--- config.mk ---
export PLATFORM = sky130hd
export DESIGN_NAME = lfo_top
export DESIGN_NICKNAME = d
export VERILOG_FILES = /design/src/lfo_pkg.sv /design/src/lfo_regs.sv /design/src/lfo_rate_gen.sv /design/src/lfo_phase_gen.sv /design/src/lfo_depth_mul.sv /design/src/lfo_top.sv
export SDC_FILE = /design/constraint.sdc
export NUM_CORES = 1
export LEC_CHECK = 0
export ABC_AREA = 1
export BUFFER_PORTS_ARGS = -buffer_cell sky130_fd_sc_hd__buf_2
export CORE_MARGIN = 1.5
export CORE_UTILIZATION = 45
export DETAILED_ROUTE_END_ITERATION = 12
export GPL_TIMING_DRIVEN = 0
export PLACE_DENSITY = 0.66
export SKIP_CTS_REPAIR_TIMING = 1
export SLEW_MARGIN = 30
export SYNTH_ARGS = -nofsm -noshare
export SYNTH_HDL_FRONTEND = slang
export SYNTH_SLANG_ARGS = --single-unit
--- constraint.sdc ---
create_clock -name i_EMUCLK -period 2.31 [get_ports i_EMUCLK]
set_clock_uncertainty 0.15 [all_clocks]
set_input_delay 0.3465 -clock i_EMUCLK [delete_from_list [all_inputs] [get_ports i_EMUCLK]]
set_output_delay 0.3465 -clock i_EMUCLK [all_outputs]
set_load 0.05 [all_outputs]
--- src/lfo_pkg.sv ---
package lfo_pkg;

//////////////////////////////
// sizes
//////////////////////////////

localparam int LFO_PRESCALE = 16;                   // clocks per prescaler step
localparam int PRESCALE_W   = $clog2(LFO_PRESCALE);
localparam int HI_CNTR_W    = 15;                   // rate high counter
localparam int PHASE_W      = 8;
localparam int DEPTH_W      = 7;                    // amd / pmd width
localparam int OUT_W        = 8;                    // lfa / lfp width
localparam int ADDR_W       = 3;

// register map
localparam logic [ADDR_W-1:0] ADDR_LFRQ  = 3'd0;
localparam logic [ADDR_W-1:0] ADDR_DEPTH = 3'd1;   // bit 7 picks pmd
localparam logic [ADDR_W-1:0] ADDR_CTRL  = 3'd2;
localparam logic [ADDR_W-1:0] ADDR_PHASE = 3'd3;   // read only

// waveform codes, 3 runs as saw
localparam logic [1:0] WAVE_SAW    = 2'd0;
localparam logic [1:0] WAVE_SQUARE = 2'd1;
localparam logic [1:0] WAVE_TRI    = 2'd2;

localparam logic [DEPTH_W-1:0] BASE_MAX       = '1;     // full scale base value
localparam logic [OUT_W-1:0]   LFP_ZERO_DEPTH = 8'h80;  // lfp when pmd is zero

//////////////////////////////
// types
//////////////////////////////

typedef struct packed {
    logic              psel;
    logic              penable;
    logic              pwrite;
    logic [ADDR_W-1:0] paddr;
    logic [7:0]        pwdata;
} apb_req_t;

typedef struct packed {
    logic       pready;
    logic       pslverr;
    logic [7:0] prdata;
} apb_rsp_t;

typedef struct packed {
    logic [3:0] exponent;   // lfrq[7:4]
    logic [3:0] mantissa;   // lfrq[3:0]
} lfrq_view_t;

typedef struct packed {
    logic               is_pm;  // 1 writes pmd, 0 writes amd
    logic [DEPTH_W-1:0] depth;
} depth_view_t;

// one written byte, two decodes
typedef union packed {
    lfrq_view_t  lfrq_view;
    depth_view_t depth_view;
} reg_data_u;

typedef struct packed {
    logic [7:0]         lfrq;
    logic [DEPTH_W-1:0] amd;
    logic [DEPTH_W-1:0] pmd;
    logic [1:0]         wave;
    logic               phase_hold;
    logic               lfrq_wr;    // one clock after an lfrq write
} lfo_cfg_t;

typedef struct packed {
    logic [DEPTH_W-1:0] am_base;
    logic [DEPTH_W-1:0] pm_mag;
    logic               pm_sign;    // 1 = negative
} base_val_t;

// preload for the high counter, top e bits of 7FFF above e = 1
function automatic logic [HI_CNTR_W-1:0] rate_lut(input logic [3:0] e);
    logic [HI_CNTR_W-1:0] ones;
    ones = '1;
    case (e)
        4'd0:    rate_lut = 15'h1000;
        4'd1:    rate_lut = 15'h4000;
        default: rate_lut = ~(ones >> e);
    endcase
endfunction

endpackage

--- src/lfo_regs.sv ---
`timescale 1ns/100ps

module lfo_regs (
    input  logic                        i_EMUCLK,
    input  logic                        mrst_n,
    input  lfo_pkg::apb_req_t           i_apb,
    input  logic [lfo_pkg::PHASE_W-1:0] i_phase,
    output lfo_pkg::apb_rsp_t           o_apb,
    output lfo_pkg::lfo_cfg_t           o_cfg
);
    import lfo_pkg::*;

    logic      access;      // apb access phase
    logic      addr_err;    // 4..7 not mapped
    logic      ro_wr;       // write to phase readback
    logic      wr_en;
    reg_data_u wdata;
    lfo_cfg_t  cfg_q;
    logic [7:0] rdata;

    //////////////////////////////
    // apb decode
    //////////////////////////////

    assign access   = i_apb.psel & i_apb.penable;
    assign addr_err = (i_apb.paddr > ADDR_PHASE);
    assign ro_wr    = i_apb.pwrite & (i_apb.paddr == ADDR_PHASE);
    assign wr_en    = access & i_apb.pwrite & ~addr_err & ~ro_wr;
    assign wdata    = i_apb.pwdata;

    // register file, written on the access edge
    always_ff @(posedge i_EMUCLK or negedge mrst_n) begin
        if (!mrst_n) begin
            cfg_q <= '0;
        end else begin
            cfg_q.lfrq_wr <= 1'b0; // strobe
            if (wr_en) begin
                case (i_apb.paddr)
                    ADDR_LFRQ: begin
                        cfg_q.lfrq    <= wdata.lfrq_view;
                        cfg_q.lfrq_wr <= 1'b1;  // reload high counter next clock
                    end
                    ADDR_DEPTH: begin
                        if (wdata.depth_view.is_pm) begin
                            cfg_q.pmd <= wdata.depth_view.depth;
                        end else begin
                            cfg_q.amd <= wdata.depth_view.depth;
                        end
                    end
                    ADDR_CTRL: begin
                        cfg_q.wave       <= i_apb.pwdata[1:0];
                        cfg_q.phase_hold <= i_apb.pwdata[2];
                    end
                    default: ;
                endcase
            end
        end
    end

    //////////////////////////////
    // readback
    //////////////////////////////

    always_comb begin
        rdata = '0;
        case (i_apb.paddr)
            ADDR_LFRQ:  rdata = cfg_q.lfrq;
            ADDR_DEPTH: rdata = {1'b0, cfg_q.amd};                     // pmd not readable
            ADDR_CTRL:  rdata = {5'd0, cfg_q.phase_hold, cfg_q.wave};
            ADDR_PHASE: rdata = i_phase;                               // live phase copy
            default:    rdata = '0;
        endcase
    end

    // never stalls
    assign o_apb = '{pready: 1'b1, pslverr: access & (addr_err | ro_wr), prdata: rdata};
    assign o_cfg = cfg_q;

    // master must open every transfer with a setup phase
    ap_penable_psel: assert property (@(posedge i_EMUCLK) disable iff (!mrst_n)
        i_apb.penable |-> i_apb.psel);

endmodule

--- src/lfo_rate_gen.sv ---
`timescale 1ns/100ps

module lfo_rate_gen (
    input  logic              i_EMUCLK,
    input  logic              mrst_n,
    input  lfo_pkg::lfo_cfg_t i_cfg,
    output logic              o_tick
);
    import lfo_pkg::*;

    reg_data_u               lfrq_w;    // exponent / mantissa view of lfrq
    logic [PRESCALE_W-1:0]   pre_cnt;
    logic                    step;      // one clock in 16
    logic [HI_CNTR_W-1:0]    hi_cnt;
    logic                    hi_wrap;
    logic                    hi_ld;
    logic [3:0]              lo_cnt;
    logic                    lo_pend;
    logic                    lo_sel;
    logic                    lo_tick;

    assign lfrq_w = i_cfg.lfrq;

    //////////////////////////////
    // prescaler
    //////////////////////////////

    always_ff @(posedge i_EMUCLK or negedge mrst_n) begin
        if (!mrst_n) begin
            pre_cnt <= '0;
        end else begin
            pre_cnt <= pre_cnt + 1'b1; // free running, wraps at 15
        end
    end

    assign step = (pre_cnt == PRESCALE_W'(LFO_PRESCALE - 1));

    //////////////////////////////
    // high counter
    //////////////////////////////

    assign hi_wrap = step & (&hi_cnt);  // 7FFF on a step

    // reload one clock after a wrap or an lfrq write
    always_ff @(posedge i_EMUCLK or negedge mrst_n) begin
        if (!mrst_n) begin
            hi_ld <= 1'b0;
        end else begin
            hi_ld <= hi_wrap | i_cfg.lfrq_wr;
        end
    end

    always_ff @(posedge i_EMUCLK or negedge mrst_n) begin
        if (!mrst_n) begin
            hi_cnt <= '0;
        end else if (hi_ld) begin
            hi_cnt <= rate_lut(lfrq_w.lfrq_view.exponent); // table preload
        end else if (step) begin
            hi_cnt <= hi_cnt + 1'b1;    // 7FFF rolls to 0 until the reload
        end
    end

    //////////////////////////////
    // low counter, mantissa ticks
    //////////////////////////////

    // count ending picks the mantissa bit, 1111 never fires
    always_comb begin
        casez (lo_cnt)
            4'b???0: lo_sel = lfrq_w.lfrq_view.mantissa[3];
            4'b??01: lo_sel = lfrq_w.lfrq_view.mantissa[2];
            4'b?011: lo_sel = lfrq_w.lfrq_view.mantissa[1];
            4'b0111: lo_sel = lfrq_w.lfrq_view.mantissa[0];
            default: lo_sel = 1'b0;
        endcase
    end

    always_ff @(posedge i_EMUCLK or negedge mrst_n) begin
        if (!mrst_n) begin
            lo_cnt  <= '0;
            lo_pend <= 1'b0;
            lo_tick <= 1'b0;
        end else begin
            if (hi_wrap) begin
                lo_cnt <= lo_cnt + 1'b1;    // advances on every high wrap
            end
            lo_pend <= hi_wrap;
            lo_tick <= lo_pend & lo_sel;    // extra tick, clear of the wrap tick
        end
    end

    assign o_tick = hi_wrap | lo_tick;

    // wrap tick and mantissa tick stay apart
    ap_tick_gap: assert property (@(posedge i_EMUCLK) disable iff (!mrst_n)
        (o_tick && (lfrq_w.lfrq_view.exponent != 4'hF)) |=> !o_tick);

endmodule

--- src/lfo_phase_gen.sv ---
`timescale 1ns/100ps

module lfo_phase_gen (
    input  logic                        i_EMUCLK,
    input  logic                        mrst_n,
    input  lfo_pkg::lfo_cfg_t           i_cfg,
    input  logic                        i_tick,
    output logic [lfo_pkg::PHASE_W-1:0] o_phase,
    output lfo_pkg::base_val_t          o_base
);
    import lfo_pkg::*;

    logic [PHASE_W-1:0] phase;
    logic               p_msb;      // second half of the cycle
    base_val_t          saw_v;
    base_val_t          sq_v;
    base_val_t          tri_v;
    base_val_t          base;

    //////////////////////////////
    // phase counter
    //////////////////////////////

    always_ff @(posedge i_EMUCLK or negedge mrst_n) begin
        if (!mrst_n) begin
            phase <= '0;
        end else if (i_cfg.phase_hold) begin
            phase <= '0;                // held at zero
        end else if (i_tick) begin
            phase <= phase + 1'b1;      // wraps at 256
        end
    end

    assign p_msb = phase[PHASE_W-1];

    //////////////////////////////
    // base values per waveform
    //////////////////////////////

    always_comb begin
        // saw, am falls over the whole cycle
        saw_v.am_base = BASE_MAX - phase[7:1];
        saw_v.pm_mag  = phase[6:0];
        saw_v.pm_sign = p_msb;

        // square
        sq_v.am_base  = p_msb ? '0 : BASE_MAX;
        sq_v.pm_mag   = BASE_MAX;   // full swing, sign flips
        sq_v.pm_sign  = p_msb;

        // triangle, am down then up
        tri_v.am_base = p_msb ? phase[6:0] : (BASE_MAX - phase[6:0]);
        // pm rises over each quarter and falls back
        tri_v.pm_mag  = phase[6] ? {~phase[5:0], 1'b0} : {phase[5:0], 1'b0};
        tri_v.pm_sign = p_msb;
    end

    always_comb begin
        case (i_cfg.wave)
            WAVE_SAW:    base = saw_v;
            WAVE_SQUARE: base = sq_v;
            WAVE_TRI:    base = tri_v;
            default:     base = saw_v;  // code 3 falls back to saw
        endcase
    end

    assign o_phase = phase;
    assign o_base  = base;

endmodule

--- src/lfo_depth_mul.sv ---
`timescale 1ns/100ps

module lfo_depth_mul (
    input  logic                      i_EMUCLK,
    input  logic                      mrst_n,
    input  lfo_pkg::lfo_cfg_t         i_cfg,
    input  lfo_pkg::base_val_t        i_base,
    output logic [lfo_pkg::OUT_W-1:0] o_lfa,
    output logic [lfo_pkg::OUT_W-1:0] o_lfp
);
    import lfo_pkg::*;

    logic [3:0]             bit_cnt;
    logic                   pm_half;    // 0..7 am, 8..15 pm
    logic                   half_start;
    logic                   half_end;
    logic [DEPTH_W-1:0]     base_q;
    logic [DEPTH_W-1:0]     depth_sr;   // msb is the live depth bit
    logic                   sign_q;
    logic                   zero_q;
    logic [2*DEPTH_W-1:0]   acc;
    logic [2*DEPTH_W-1:0]   acc_nxt;
    logic [2*DEPTH_W-1:0]   part;       // partial product this step
    logic [OUT_W-1:0]       lfa_q;
    logic [OUT_W-1:0]       lfp_q;

    //////////////////////////////
    // bit counter
    //////////////////////////////

    always_ff @(posedge i_EMUCLK or negedge mrst_n) begin
        if (!mrst_n) begin
            bit_cnt <= '0;
        end else begin
            bit_cnt <= bit_cnt + 1'b1;  // free running 0..15
        end
    end

    assign pm_half    = bit_cnt[3];
    assign half_start = (bit_cnt[2:0] == 3'd0);
    assign half_end   = (bit_cnt[2:0] == 3'd7);

    //////////////////////////////
    // serial shift-add
    //////////////////////////////

    // msb first, double and add
    assign part    = depth_sr[DEPTH_W-1] ? {{DEPTH_W{1'b0}}, base_q} : '0;
    assign acc_nxt = {acc[2*DEPTH_W-2:0], 1'b0} + part;

    always_ff @(posedge i_EMUCLK) begin
        if (half_start) begin
            // sample base and depth for this half
            base_q   <= pm_half ? i_base.pm_mag : i_base.am_base;
            depth_sr <= pm_half ? i_cfg.pmd : i_cfg.amd;
            sign_q   <= i_base.pm_sign;
            zero_q   <= (i_cfg.pmd == '0);
            acc      <= '0;
        end else begin
            acc      <= acc_nxt;            // steps 1..7
            depth_sr <= depth_sr << 1;
        end
    end

    //////////////////////////////
    // output registers
    //////////////////////////////

    // step 7 result goes straight in at the last count
    always_ff @(posedge i_EMUCLK or negedge mrst_n) begin
        if (!mrst_n) begin
            lfa_q <= '0;
            lfp_q <= '0;
        end else if (half_end) begin
            if (!pm_half) begin
                lfa_q <= acc_nxt[2*DEPTH_W-1 -: OUT_W];   // product >> 6
            end else if (zero_q) begin
                lfp_q <= LFP_ZERO_DEPTH;
            end else begin
                lfp_q <= {sign_q, acc_nxt[2*DEPTH_W-1 -: DEPTH_W]}; // sign, product >> 7
            end
        end
    end

    assign o_lfa = lfa_q;
    assign o_lfp = lfp_q;

    // each output changes only right after its own half ends
    ap_lfa_slot: assert property (@(posedge i_EMUCLK) disable iff (!mrst_n)
        !$stable(o_lfa) |-> ($past(bit_cnt) == 4'd7));
    ap_lfp_slot: assert property (@(posedge i_EMUCLK) disable iff (!mrst_n)
        !$stable(o_lfp) |-> ($past(bit_cnt) == 4'd15));

endmodule

--- src/lfo_top.sv ---
`timescale 1ns/100ps

module lfo_top (
    input  logic                      i_EMUCLK,
    input  logic                      mrst_n,
    input  lfo_pkg::apb_req_t         i_apb,
    output lfo_pkg::apb_rsp_t         o_apb,
    output logic [lfo_pkg::OUT_W-1:0] o_lfa,
    output logic [lfo_pkg::OUT_W-1:0] o_lfp
);
    import lfo_pkg::*;

    lfo_cfg_t           cfg;    // register state to all blocks
    logic               tick;
    logic [PHASE_W-1:0] phase;
    base_val_t          base;

    //////////////////////////////
    // blocks
    //////////////////////////////

    lfo_regs u_regs (
        .i_EMUCLK (i_EMUCLK),
        .mrst_n   (mrst_n),
        .i_apb    (i_apb),
        .i_phase  (phase),
        .o_apb    (o_apb),
        .o_cfg    (cfg)
    );

    lfo_rate_gen u_rate (
        .i_EMUCLK (i_EMUCLK),
        .mrst_n   (mrst_n),
        .i_cfg    (cfg),
        .o_tick   (tick)
    );

    lfo_phase_gen u_phase (
        .i_EMUCLK (i_EMUCLK),
        .mrst_n   (mrst_n),
        .i_cfg    (cfg),
        .i_tick   (tick),
        .o_phase  (phase),
        .o_base   (base)
    );

    lfo_depth_mul u_mul (
        .i_EMUCLK (i_EMUCLK),
        .mrst_n   (mrst_n),
        .i_cfg    (cfg),
        .i_base   (base),
        .o_lfa    (o_lfa),
        .o_lfp    (o_lfp)
    );

endmodule

==> metrics.md <==
| Metric | Value |
|---|---|
| CP max FO | `10` |
| Met3 Resource Use GR | `5.039%` |
| Clock latency on the worst-skew pair | `350 ps` |
| Worst slack at placement | `62.41 ps` |
| Synth Instances | `785` |
| Fin nets | `871` |
| N_diodes | `0` |
| Global placement routability congestion | `0.9099` |
| Flops & latches, synth | `109` |
| Leak | `3.469 nW` |
| Share of cells above drive strength 1 | `10.94%` |
| First-pass GRT wire length | `23840 µm` |
| Via/cell ratio | `5.227` |
| Critical path class | `reg -> out` |
| Register Area | `2673 µm²` |
| Post-DP HPWL | `10450 µm` |
| Drc violations | `0` |
| Largest net degree at the start of global routing | `65` |
| Vias in the first global route | `5084` |
| Reg clk slew, reported paths | `70 ps` |
| Arr. time, crit path | `1710 ps` |
| Setup TNS | `0 ps` |
| Fill count | `1270` |
| Sequential fraction of the synthesis area | `45.26%` |
| Startpoint Class | `flop` |
| Worst slew pin tran | `543.3 ps` |
| Total core area | `12720 µm²` |
| Final setup vio count | `0` |
| Most frequent cells in the layout | `nand2_1 (248), inv_1 (88), dfrtp_1 (80)` |
| Rows | `41` |
| # IOs | `42` |
| Gr busiest metal | `met2` |
| Slew Limit Headroom | `63.65%` |
| Ys flop type | `dfrtp_1` |
| Setup crit end kind | `primary output` |
| HP Class | `in -> reg` |
| Commonest non-fill, non-tap cell in the layout | `nand2_1` |
| Final WS setup | `102.4 ps` |
| RSZ-0062 raised after global routing | `no` |
| Routing usage on met1 | `27.17%` |
| Yosys cell types | `41` |
| Final worst path period share | `95.57%` |
| Total GRT Usage | `21.25%` |
| EDFF count, synth | `9` |
| Syn nets | `820` |
| Fmax | `453.0 MHz` |
| Initial Util | `46.41%` |
| Die width | `117.5 µm` |
| CTS Buffer Depth | `2` |
| Slew Limit Fails | `0` |
| Die height | `117.5 µm` |
| Area of the multi-input gates | `2779 µm²` |
| Inserted Clock Buffers | `9` |
| Drt initial violations | `385` |
| # port buffers | `40` |
| FFs w/ async S/R, synth | `73.39%` |
| Clock Sinks | `109` |
| Peak supply drop | `0.5515 mV` |
| Synth warn | `0` |
| Power per cell area | `774.0 nW/µm²` |
| H-tree levels | `3` |
| Die area | `13820 µm²` |
| Req. time, crit path | `1810 ps` |
| Post-layout min period | `2208 ps` |
| Area Growth Syn to Fin | `12.69%` |
| Avg Cell Area, Syn | `7.522 µm²` |
| Status | `finished, final reports clean` |
| Global route overflow | `0` |
| Synthesized area | `5904 µm²` |
| Final Hold Fails | `0` |
| Met2 GRT Util | `35.85%` |
| Routed WL per cell | `13.74 µm` |
| DR pass1 iterations | `5` |
| CTS root buffer | `clkbuf_16` |
| # Max-Cap Violations | `0` |
| Wirelength, routed | `13920 µm` |
| Post-route ant nets | `0` |
| DR vias | `5295` |
| CTS tree | `done` |
| Antenna violations before repair | `0` |
[per-stage QoR]
stage          util, %  instance area [µm²]  hold slack [ps]  power (mW)  cells
3_5_place_dp     49.94                 6354            44.14       3.675    998
5_1_grt          52.30                 6654            90.11       5.461   1013
2_1_floorplan        -                 5904           -99.09       3.330    785
4_1_cts          52.19                 6640           -344.6       5.203   1014
6_report         52.30                 6654            88.51       5.150   1013
3_3_place_gp     49.68                 6320            265.6       3.618    997
[per-layer routing]
metal	vias up	share of wire, %
met3	21	4.7
li1	2652	-
met5	-	0
met2	118	49
met1	2504	45
met4	0	1.7
[critical path: stages (launching register included)]
cell and delay [ps]:
dfrtp_1 350, buf_2 230, inv_1 190, o221ai_1 300
clkbuf_4 290
[cell families (layout without fill, tap and decap cells)]
group | count (synthesis) | in the layout | share of synthesized area, %
other cells | 1 | 1 | 0.06351
flops | 109 | 109 | 45.26
simple gates | 411 | 411 | 29.79
xor+xnor | 11 | 11 | 1.632
compound gates | 119 | 119 | 11.29
fa+ha+maj | 19 | 19 | 4.154
buf+inv | 115 | 171 | 7.798
[cell usage after synthesis, types with 2 or more instances]
master | number | area [µm²]
a21oi_1 | 32 | 160.2
a22oi_1 | 4 | 30.03
a31oi_1 | 5 | 31.28
buf_2 | 10 | 50.05
buf_4 | 2 | 15.01
clkbuf_1 | 9 | 33.78
clkinv_1 | 3 | 11.26
dfrtp_1 | 80 | 2002
dfxtp_1 | 20 | 400.4
edfxtp_1 | 9 | 270.3
ha_1 | 18 | 225.2
inv_1 | 88 | 330.3
nand2_1 | 248 | 930.9
nand2_2 | 5 | 31.28
nand3_1 | 68 | 340.3
nand3b_1 | 6 | 45.04
nand4_1 | 12 | 75.07
nor2_1 | 60 | 225.2
nor2_2 | 4 | 25.02
nor2_4 | 2 | 22.52
o2111ai_1 | 3 | 26.28
o211ai_1 | 6 | 45.04
o21ai_0 | 58 | 290.3
o21ai_2 | 2 | 17.52
o221ai_1 | 4 | 35.03
o22ai_1 | 3 | 18.77
xnor2_1 | 3 | 26.28
xor2_1 | 8 | 70.07
[path summary, 6_finish.rpt]
path | startpoint | endpoint | slack (ps) | cells after the start
setup / recovery | u_phase.o_phase[6] | o_apb[6] | 100 | 4
hold / removal | i_apb[5] | u_regs.o_cfg[23] | 90 | 3
setup reg to reg | u_mul.depth_sr[6] | u_mul.o_lfa[3] | 260 | 11
hold reg to reg | u_mul.depth_sr[3] | u_mul.depth_sr[4] | 290 | 2
max in group asynchronous | mrst_n | u_rate.hi_cnt[12] | 1220 | 3
min in group asynchronous | mrst_n | u_mul.o_lfa[0] | 240 | 2
[flip-flops by register name, indices dropped and copies added (netlist names)]
| name | count |
|---|---|
| u_rate.pre_cnt | 4 |
| u_mul.o_lfa | 8 |
| u_regs.o_cfg | 26 |
| u_mul.depth_sr | 7 |
| u_rate.lo_tick | 1 |
| u_mul.sign_q | 1 |
| u_mul.base_q | 7 |
| u_mul.bit_cnt | 4 |
| u_mul.zero_q | 1 |
| u_rate.hi_cnt | 15 |
| u_rate.lo_pend | 1 |
| u_mul.o_lfp | 8 |
| u_phase.o_phase | 8 |
| u_mul.acc | 13 |
| u_rate.hi_ld | 1 |
| u_rate.lo_cnt | 4 |
[report_power, final]
group	switching (mW)	internal (mW)	leakage (nW)	total (mW)
combinational	0.896	0.392	2.06	1.29
clock	0.752	0.760	0.144	1.51
sequential	0.161	2.19	1.26	2.35
[area by class of cell]
| type | count | share of cell area, % |
|---|---|---|
| multi-input cells | 561 | 41.76 |
| well taps | 172 | 3.234 |
| inverters | 92 | 5.190 |
| plain buffers | 21 | 1.636 |
| flip-flops and latches | 109 | 40.17 |
| clock inverters | 7 | 0.9214 |
| clock buffers | 9 | 3.385 |
| repair buffers | 42 | 3.704 |
Note: power is estimated with default switching activity, not from simulation.
